`src/logic/mdu_pkg.sv`:
```
package mdu_pkg;

	localparam int xlen = 64;

	// operand and result word
	typedef logic [xlen-1:0] data_t;

	// bit 0 unsigned, bit 1 remainder wanted
	typedef logic [1:0] div_op_t;

	localparam div_op_t op_div  = 2'b00;
	localparam div_op_t op_divu = 2'b01;
	localparam div_op_t op_rem  = 2'b10;
	localparam div_op_t op_remu = 2'b11;

	localparam int div_steps = 64; // one quotient bit per step

	typedef logic [$clog2(div_steps)-1:0] count_t;

	localparam count_t div_last = count_t'(div_steps - 1);

	typedef enum logic [1:0] {
		st_idle,
		st_busy,
		st_done
	} div_state_t;

endpackage

```
`src/logic/div_operand_prep.sv`:
```
`timescale 1ns/1ps

module div_operand_prep (
	input  logic             clk,
	input  logic             reset,
	input  logic             flush,
	input  logic             div_valid,
	input  mdu_pkg::div_op_t div_op,
	input  logic             div_word,
	input  mdu_pkg::data_t   dividend,
	input  mdu_pkg::data_t   divisor,
	input  logic             core_idle,
	output logic             div_ready,
	output logic             prep_valid,
	output mdu_pkg::data_t   x_abs,
	output mdu_pkg::data_t   y_abs,
	output logic             quot_neg,
	output logic             rem_neg,
	output logic             op_rem,
	output logic             op_word
);

	logic accept;
	logic is_unsigned;
	logic wants_rem;
	logic x_sign;
	logic y_sign;
	logic y_zero;

	// magnitude of a 32 or 64 bit operand, zero-extended for word forms
	function automatic mdu_pkg::data_t magnitude(
		input mdu_pkg::data_t v,
		input logic           word,
		input logic           neg
	);
		mdu_pkg::data_t full;
		mdu_pkg::data_t mag;
		full = word ? {32'b0, v[31:0]} : v;
		mag  = neg ? mdu_pkg::data_t'(-full) : full;
		if (word) begin
			mag = {32'b0, mag[31:0]}; // drop borrow into upper half
		end
		return mag;
	endfunction

	assign is_unsigned = (div_op == mdu_pkg::op_divu) || (div_op == mdu_pkg::op_remu);
	assign wants_rem   = (div_op == mdu_pkg::op_rem) || (div_op == mdu_pkg::op_remu);

	assign x_sign = !is_unsigned && (div_word ? dividend[31] : dividend[mdu_pkg::xlen-1]);
	assign y_sign = !is_unsigned && (div_word ? divisor[31] : divisor[mdu_pkg::xlen-1]);
	assign y_zero = div_word ? (divisor[31:0] == 32'b0) : (divisor == '0);

	assign div_ready = core_idle && !prep_valid; // core not yet loaded
	assign accept    = div_valid && div_ready && !flush;

	always_ff @(posedge clk) begin
		if (reset) begin
			prep_valid <= 1'b0;
		end else begin
			prep_valid <= accept; // one cycle pulse
		end
	end

	always_ff @(posedge clk) begin
		if (accept) begin
			x_abs    <= magnitude(dividend, div_word, x_sign);
			y_abs    <= magnitude(divisor, div_word, y_sign);
			quot_neg <= (x_sign ^ y_sign) && !y_zero; // all ones quotient on /0
			rem_neg  <= x_sign;
			op_rem   <= wants_rem;
			op_word  <= div_word;
		end
	end

endmodule

```
`src/logic/div_core.sv`:
```
`timescale 1ns/1ps

module div_core (
	input  logic           clk,
	input  logic           reset,
	input  logic           flush,
	input  logic           prep_valid,
	input  mdu_pkg::data_t x_abs,
	input  mdu_pkg::data_t y_abs,
	output logic           core_idle,
	output logic           core_done,
	output mdu_pkg::data_t quot_raw,
	output mdu_pkg::data_t rem_raw
);

	mdu_pkg::div_state_t    state;
	mdu_pkg::count_t        step_cnt;
	logic                   steps_over; // every quotient bit formed
	mdu_pkg::data_t         q_work;     // dividend bits out, quotient bits in
	mdu_pkg::data_t         r_work;     // partial remainder
	mdu_pkg::data_t         y_work;
	logic [mdu_pkg::xlen:0] r_shift;
	logic [mdu_pkg::xlen:0] r_diff;
	logic                   fits;
	logic                   load;
	logic                   step;
	logic                   publish;

	// shift in next dividend bit, then trial subtract
	assign r_shift = {r_work, q_work[mdu_pkg::xlen-1]};
	assign r_diff  = r_shift - {1'b0, y_work};
	assign fits    = ~r_diff[mdu_pkg::xlen]; // no borrow

	assign load    = (state == mdu_pkg::st_idle) && prep_valid;
	assign step    = (state == mdu_pkg::st_busy) && !steps_over;
	assign publish = (state == mdu_pkg::st_busy) && steps_over;

	assign core_idle = (state == mdu_pkg::st_idle);
	assign core_done = (state == mdu_pkg::st_done);

	always_ff @(posedge clk) begin
		if (reset || flush) begin
			state      <= mdu_pkg::st_idle;
			step_cnt   <= '0;
			steps_over <= 1'b0;
		end else begin
			case (state)
				mdu_pkg::st_idle: begin
					if (prep_valid) begin
						state      <= mdu_pkg::st_busy;
						step_cnt   <= '0;
						steps_over <= 1'b0;
					end
				end
				mdu_pkg::st_busy: begin
					if (steps_over) begin
						state <= mdu_pkg::st_done;
					end else begin
						step_cnt   <= step_cnt + 1'b1;
						steps_over <= (step_cnt == mdu_pkg::div_last);
					end
				end
				mdu_pkg::st_done: begin
					state <= mdu_pkg::st_idle; // done lasts one cycle
				end
				default: begin
					state <= mdu_pkg::st_idle;
				end
			endcase
		end
	end

	always_ff @(posedge clk) begin
		if (load) begin
			q_work <= x_abs;
			r_work <= '0;
			y_work <= y_abs;
		end else if (step) begin
			q_work <= {q_work[mdu_pkg::xlen-2:0], fits};
			r_work <= fits ? r_diff[mdu_pkg::xlen-1:0] : r_shift[mdu_pkg::xlen-1:0];
		end
	end

	// result stays put while fix samples it
	always_ff @(posedge clk) begin
		if (publish) begin
			quot_raw <= q_work;
			rem_raw  <= r_work;
		end
	end

endmodule

```
`src/logic/div_result_fix.sv`:
```
`timescale 1ns/1ps

module div_result_fix (
	input  logic           clk,
	input  logic           reset,
	input  logic           flush,
	input  logic           core_done,
	input  mdu_pkg::data_t quot_raw,
	input  mdu_pkg::data_t rem_raw,
	input  logic           quot_neg,
	input  logic           rem_neg,
	input  logic           op_rem,
	input  logic           op_word,
	output logic           out_valid,
	output mdu_pkg::data_t result
);

	mdu_pkg::data_t quot_s;
	mdu_pkg::data_t rem_s;
	mdu_pkg::data_t pick;
	mdu_pkg::data_t fixed;
	logic           take;

	assign quot_s = quot_neg ? mdu_pkg::data_t'(-quot_raw) : quot_raw;
	assign rem_s  = rem_neg ? mdu_pkg::data_t'(-rem_raw) : rem_raw; // sign of dividend
	assign pick   = op_rem ? rem_s : quot_s;

	// word forms sign-extend bit 31
	assign fixed = op_word ? {{32{pick[31]}}, pick[31:0]} : pick;

	assign take = core_done && !flush;

	always_ff @(posedge clk) begin
		if (reset) begin
			out_valid <= 1'b0;
			result    <= '0;
		end else begin
			out_valid <= take;
			if (take) begin
				result <= fixed; // held until next result
			end
		end
	end

endmodule

```
`src/logic/div_unit.sv`:
```
`timescale 1ns/1ps

module div_unit (
	input  logic             clk,
	input  logic             reset,
	input  logic             flush,
	input  logic             div_valid,
	input  mdu_pkg::div_op_t div_op,
	input  logic             div_word,
	input  mdu_pkg::data_t   dividend,
	input  mdu_pkg::data_t   divisor,
	output logic             div_ready,
	output logic             out_valid,
	output mdu_pkg::data_t   result
);

	logic           prep_valid;
	mdu_pkg::data_t x_abs;
	mdu_pkg::data_t y_abs;
	logic           quot_neg;
	logic           rem_neg;
	logic           op_rem;
	logic           op_word;
	logic           core_idle;
	logic           core_done;
	mdu_pkg::data_t quot_raw;
	mdu_pkg::data_t rem_raw;

	div_operand_prep i_prep (
		.clk        (clk),
		.reset      (reset),
		.flush      (flush),
		.div_valid  (div_valid),
		.div_op     (div_op),
		.div_word   (div_word),
		.dividend   (dividend),
		.divisor    (divisor),
		.core_idle  (core_idle),
		.div_ready  (div_ready),
		.prep_valid (prep_valid),
		.x_abs      (x_abs),
		.y_abs      (y_abs),
		.quot_neg   (quot_neg),
		.rem_neg    (rem_neg),
		.op_rem     (op_rem),
		.op_word    (op_word)
	);

	div_core i_core (
		.clk        (clk),
		.reset      (reset),
		.flush      (flush),
		.prep_valid (prep_valid),
		.x_abs      (x_abs),
		.y_abs      (y_abs),
		.core_idle  (core_idle),
		.core_done  (core_done),
		.quot_raw   (quot_raw),
		.rem_raw    (rem_raw)
	);

	// signs and op come straight from prep, held for the whole run
	div_result_fix i_fix (
		.clk        (clk),
		.reset      (reset),
		.flush      (flush),
		.core_done  (core_done),
		.quot_raw   (quot_raw),
		.rem_raw    (rem_raw),
		.quot_neg   (quot_neg),
		.rem_neg    (rem_neg),
		.op_rem     (op_rem),
		.op_word    (op_word),
		.out_valid  (out_valid),
		.result     (result)
	);

endmodule

```
`config.mk`:
```
export PLATFORM = sky130hd
export DESIGN_NAME = div_unit
export DESIGN_NICKNAME = d
export VERILOG_FILES = /design/src/logic/mdu_pkg.sv /design/src/logic/div_operand_prep.sv /design/src/logic/div_core.sv /design/src/logic/div_result_fix.sv /design/src/logic/div_unit.sv
export SDC_FILE = /design/constraint.sdc
export NUM_CORES = 1
export LEC_CHECK = 0
export BUFFER_PORTS_ARGS = -buffer_cell sky130_fd_sc_hd__clkbuf_2
export CAP_MARGIN = 20
export CORE_MARGIN = 2
export CORE_UTILIZATION = 60
export DETAILED_ROUTE_END_ITERATION = 8
export PLACE_DENSITY = 0.75
export SETUP_SLACK_MARGIN = 0.02
export SLEW_MARGIN = 20
export SYNTH_ARGS = -nofsm -noshare
export SYNTH_HDL_FRONTEND = slang
export SYNTH_SLANG_ARGS = --single-unit
```
`constraint.sdc`:
```
create_clock -name clk -period 4.4 [get_ports clk]
set_input_delay 0.44 -clock clk [delete_from_list [all_inputs] [get_ports clk]]
set_output_delay 0.44 -clock clk [all_outputs]
set_load 0.05 [all_outputs]
```
### After elaboration in Yosys (flattened, before gate mapping)

Cells that the tools add are included.

| operators by class | value |
|---|---|
| reduce and logical (&&, ||, !) cells | 26 |
| mux-type cells | 23 |
| equal/unequal tests | 9 |
| bitwise operators | 2 |
| $add $sub $neg | 6 |

Operators with widths:

| kind | number |
|---|---|
| 2-to-1 mux 64 bit | 11 |
| negator 64 bit | 4 |
| subtractor 65 x 64 -> 65 bit | 1 |
| zero test 64 bit | 1 |
| zero test 32 bit | 1 |
| 2-to-1 mux 6 bit | 2 |
| one-hot mux 6 bit (2 select lines) | 1 |
| logical AND 1 bit | 10 |
| adder 6 x 1 -> 6 bit (second input constant) | 1 |
| == test 2 bit (second input constant) | 3 |
| == test 6 bit (second input constant) | 1 |
| zero test 1 bit | 5 |
| 2-to-1 mux 1 bit | 5 |
| == test 2 x 1 -> 1 bit (second input constant) | 2 |
| 2-to-1 mux 2 bit | 2 |
| != test 2 bit (second input constant) | 2 |
| one-hot mux 2 bit (2 select lines) | 1 |
| AND reduction 2 bit | 2 |
| nonzero test 2 bit | 2 |
| logical OR 1 bit | 3 |
| AND reduction 3 bit | 1 |
| zero test 2 bit | 1 |
| != test 2 x 1 -> 1 bit (second input constant) | 1 |
| one-hot mux 1 bit (2 select lines) | 1 |
| 2 further kinds | 2 |

| storage, ports and cells | value |
|---|---|
| register bits after elaboration | 527 |
| logic and storage cells | 85 |
| bits of input ports | 135 |
| output and inout port bits | 66 |

### Depth between registers and ports, before layout

| depth | value |
|---|---|
| depth in word-level cells | 6 |
| depth in mapped cells | 15 |
| depth with buffers taken out | 13 |

### By module

From an unflattened synthesis, not the netlist that was laid out.

| second synthesis, totals | value |
|---|---|
| cell total of the unflattened synthesis | 2,973 |
| area total of the unflattened synthesis | 29,285.6 um^2 |

By module, submodules not included:

| module | sequential area each (um^2) | cells an instance | area each (um^2) | times used |
|---|---|---|---|---|
| div_core | 9,148.8 | 1,458 | 15,687.5 | 1 |
| div_operand_prep | 3,983.8 | 719 | 7,594.8 | 1 |
| div_result_fix | 1,301.2 | 796 | 6,003.3 | 1 |

### Worst setup path before layout

Ideal clock, no wire load.

| path | value |
|---|---|
| path kind | register -> register |
| start point | reg i_core.state[1] |
| end point | reg i_prep.op_rem (enable) |
| period minus slack after synthesis | 5.215 ns |
| cell stages (with the launch flop) | 3 |
| slack | -0.815 ns |
| path buffers | 0 |
| data required time | 3.892 ns |
| library setup time | 0.508 ns |
| arrival | 4.707 ns |
| cells stage by stage | dfxtp_1 -> nor3_1 -> and3b_1 |

| on the way | value |
|---|---|
| cells in the longest elaborated chain, start to end | 4 |

Ends and longest elaborated chain:

| what | line | text |
|---|---|---|
| start: declaration | div_core.sv:16 | `mdu_pkg::div_state_t state;` |
| start signal: assignment | div_core.sv:43 | `state <= mdu_pkg::st_idle;` |
| start signal: assignment | div_core.sv:50 | `state <= mdu_pkg::st_busy;` |
| start signal: assignment | div_core.sv:57 | `state <= mdu_pkg::st_done;` |
| zero test 2 bit | div_core.sv:38 | `assign core_idle = (state == mdu_pkg::st_idle);` |
| logical AND 1 bit | div_operand_prep.sv:53 | `assign div_ready = core_idle && !prep_valid;` |
| named net div_ready | div_unit.sv:12 | `output logic div_ready,` |
| logical AND 1 bit (2 in series) | div_operand_prep.sv:54 | `assign accept = div_valid && div_ready && !flush;` |
| named net i_prep.accept | div_operand_prep.sv:23 | `logic accept;` |
| end signal: assignment | div_operand_prep.sv:70 | `op_rem <= wants_rem;` |
| end: declaration | div_operand_prep.sv:19 | `output logic op_rem,` |

The timed path passes the listed nets, and every way through them passes these cells.
A chain may end at the register's enable or synchronous reset.

### Final worst setup path

| path | value |
|---|---|
| start point | reg i_core.rem_raw[9] |
| end point | reg i_fix.result[59] |

| on the way | value |
|---|---|
| cells in the longest elaborated chain, start to end | 4 |

Ends and longest elaborated chain:

| what | line | text |
|---|---|---|
| start: declaration | div_core.sv:13 | `output mdu_pkg::data_t rem_raw` |
| start signal: assignment | div_core.sv:88 | `rem_raw <= r_work;` |
| negator 64 bit | div_result_fix.sv:25 | `assign rem_s = rem_neg ? mdu_pkg::data_t'(-rem_raw) : rem_raw;` |
| 2-to-1 mux 64 bit | div_result_fix.sv:25 |  |
| 2-to-1 mux 64 bit | div_result_fix.sv:26 | `assign pick = op_rem ? rem_s : quot_s;` |
| 2-to-1 mux 64 bit | div_result_fix.sv:29 | `assign fixed = op_word ? {{32{pick[31]}}, pick[31:0]} : pick;` |
| end signal: assignment | div_result_fix.sv:40 | `result <= fixed;` |
| end: declaration | div_result_fix.sv:15 | `output mdu_pkg::data_t result` |

Every way passes these cells.

==> results.json <==
{
  "syn-instance-count": 2881,
  "grtUsageTotal": 0.293,
  "dpl_cell_area_um2": 29700,
  "vias": 22300,
  "rrSetupSlack_ps": 510,
  "critPathCaptureType": "flip-flop",
  "ys_seq_area_frac": 0.513,
  "tightest_slew_ps": 1070,
  "clockBufferDepth": 3,
  "critPathKind": "flip-flop to flip-flop",
  "status": "finished clean",
  "drv_cap": 0,
  "rows": 79,
  "io_buffers": 200,
  "synth_edf_count": 388,
  "hold_path_class": "primary input to flip-flop",
  "grt_pass1_vias": 20900,
  "worstPathRequired_ps": 4850,
  "setup_violations": 0,
  "final_core_util": 0.679,
  "synth_top_area_cell": "edfxtp_1",
  "synth_ff_type": "edfxtp_1",
  "cts_tree": "yes",
  "drc": 0,
  "clk_latency_ps": 610,
  "synth_nets": 3086,
  "endpoint": "i_fix.result[59]$_SDFFE_PP0P_",
  "worst-path-max-fanout": 13,
  "yosysMostFrequentCell": "nand2_1",
  "grt_pass1_wl_um": 112000,
  "synth_top_area_frac": 0.414,
  "cts.sinks": 527,
  "final_area_um2": 31600,
  "min_from": "div_op[1]",
  "slew_viol_final": 0,
  "avgViaCountPerCell": 6.05,
  "root_buffer": "clkbuf_16",
  "peakVddDrop_uv": 329,
  "antenna_left": 0,
  "htreeDepth": 2,
  "drt_iter0_drc": 1935,
  "area_delta_synth_final_pct": 12.1,
  "r2r_end": "i_fix.result[59]$_SDFFE_PP0P_",
  "slew-limit-headroom": 0.286,
  "r2r.worst_path.cells": 10,
  "avgSynthCellArea_um2": 9.77,
  "finalClockSkew_ps": 25.2,
  "max_freq_ghz": 0.257,
  "clk_pin_slew_ps": 60,
  "async_flop_share": 0,
  "cellPowerDensity_nw_per_um2": 382,
  "dr.pass1.iters": 5,
  "wl_per_cell_um": 19.5,
  "cts_buffers": 54,
  "yosys_warnings": 0,
  "final_hold_viol_count": 0,
  "yosysUniqueCellTypes": 74,
  "nets": 3232,
  "dieArea_um2": 48600,
  "coreArea_um2": 46500,
  "ios": 201,
  "finalCritPeriodShare": 0.883,
  "gp_congestion": 0.919,
  "drive_gt1_frac": 0.121,
  "power.leakage_nw": 11.9,
  "synth-seq-cells": 527,
  "fillers": 3647,
  "synthTopCellsByCount": "421 x nand2_1, 388 x edfxtp_1, 264 x nor2_1, 209 x a21oi_1, 204 x o21ai_0",
  "hold_slack_ps": 40.8,
  "synthTopCellsByArea": "edfxtp_1 41%, dfxtp_1 9.9%, nand2_1 5.6%",
  "dp_hpwl_um": 52800,
  "antenna_found_initial": 0,
  "arrival_ps": 4340,
  "grt_overflow": 0,
  "crit_path_start": "i_core.rem_raw[9]$_DFFE_PP_",
  "drt-total-wl_um": 71700,
  "ctsResizeCount": 0,
  "holdBufCountCts": 0,
  "worstReg2RegStart": "i_core.rem_raw[9]$_DFFE_PP_",
  "fin_setup_tns_ps": 0,
  "diodes": 0,
  "post_cts_buffers": 0,
  "grt_max_degree": 75,
  "rsz0062_at_grt": "false",
  "syn_area_um2": 28100,
  "initial_utilization": 0.606,
  "dieWidth_um": 221,
  "worstSetupStartpointType": "flip-flop",
  "min_period_ps": 3890,
  "die_h_um": 221
}
-- layout by cell type (no fill, tap or decap), drive strengths merged, types with 26 or more instances in the layout --
cell type,instances
a211oi,27
a21o,34
a21oi,210
buf,38
clkbuf,267
dfxtp,139
edfxtp,388
ha,69
inv,112
nand2,422
nand3,26
nand4,31
nor2,264
nor3,56
nor4,41
o211ai,30
o21ai,204
o31ai,62
o41ai,32
or3,40
or4,34
xnor2,143
xor2,154
-- registers in the layout, summed over array words and instances (netlist names), 2 cells and up --
signal and flops:
i_core.q_work 64, i_core.quot_raw 64, i_core.r_work 64, i_core.rem_raw 64
i_core.state 2, i_core.step_cnt 6, i_core.y_work 64, i_fix.result 64
i_prep.x_abs 64, i_prep.y_abs 64
-- per-layer routing --
metal / share of wire / GRT usage
met5: 0 / 0
met4: 0.035 / 0.102
met3: 0.055 / 0.0319
met2: 0.49 / 0.504
met1: 0.42 / 0.386
-- power by group --
group          internal, W  leakage, nW  total [W]  switching, W
logic             0.000601         6.24    0.00161       0.00101
registers          0.00556         4.73    0.00570      0.000141
clock network      0.00279        0.885    0.00473       0.00194
-- worst min path at each step --
| stage | slack, ps | depth (start not counted) | to |
|---|---|---|---|
| CTS | 10 | 1 | i_prep.op_rem$_DFFE_PP_ |
| global placement | 400 | 0 | i_core.y_work[6]$_DFFE_PP_ |
| floorplan | 400 | 0 | i_core.y_work[0]$_DFFE_PP_ |
| detailed placement | 400 | 0 | i_core.y_work[12]$_DFFE_PP_ |
| global route | 20 | 1 | i_prep.op_rem$_DFFE_PP_ |
| finish | 40 | 1 | i_prep.op_rem$_DFFE_PP_ |
-- cell families (layout without fill, tap and decap cells) --
group / count (synthesis) / in the layout / share of synthesized area
DFF: 527 / 527 / 0.513
buffers and inverters: 256 / 448 / 0.0342
and+or+nand+nor: 996 / 996 / 0.162
xor gates and xnor gates: 297 / 297 / 0.0925
muxes: 9 / 9 / 0.00325
AOI/OAI and AO/OA: 726 / 726 / 0.163
adders and majority gates: 70 / 70 / 0.0314
-- worst max-delay path, stage by stage (launching register included) --
cell and delay (ps):
edfxtp_1 410, or4_4 580, nor4_1 550, nand4b_1 440, o41ai_1 410, xor2_1 180, mux2i_1 150, a21oi_2 540
o21ai_0 190, a21oi_1 190, nor3_1 80
-- metrics by stage --
stage               total power (W)  setup WS [ps]  std cells
finish                       0.0120            514       3680
global route                 0.0125            147       3680
CTS                          0.0121            560       3680
detailed placement          0.00740            447       3578
global placement            0.00736            513       3578
floorplan                   0.00688            350       2881
-- cell type report --
class	instances	area (um2)	share of cell area
sequential	527	14400	0.457
multi-input combinational	2098	12800	0.405
clock buffer	68	1430	0.0454
timing repair buffer	237	1340	0.0425
tap	607	759	0.0241
inverter	109	412	0.0130
clock inverter	34	399	0.0127
Note: power is estimated with default switching activity, not from simulation.
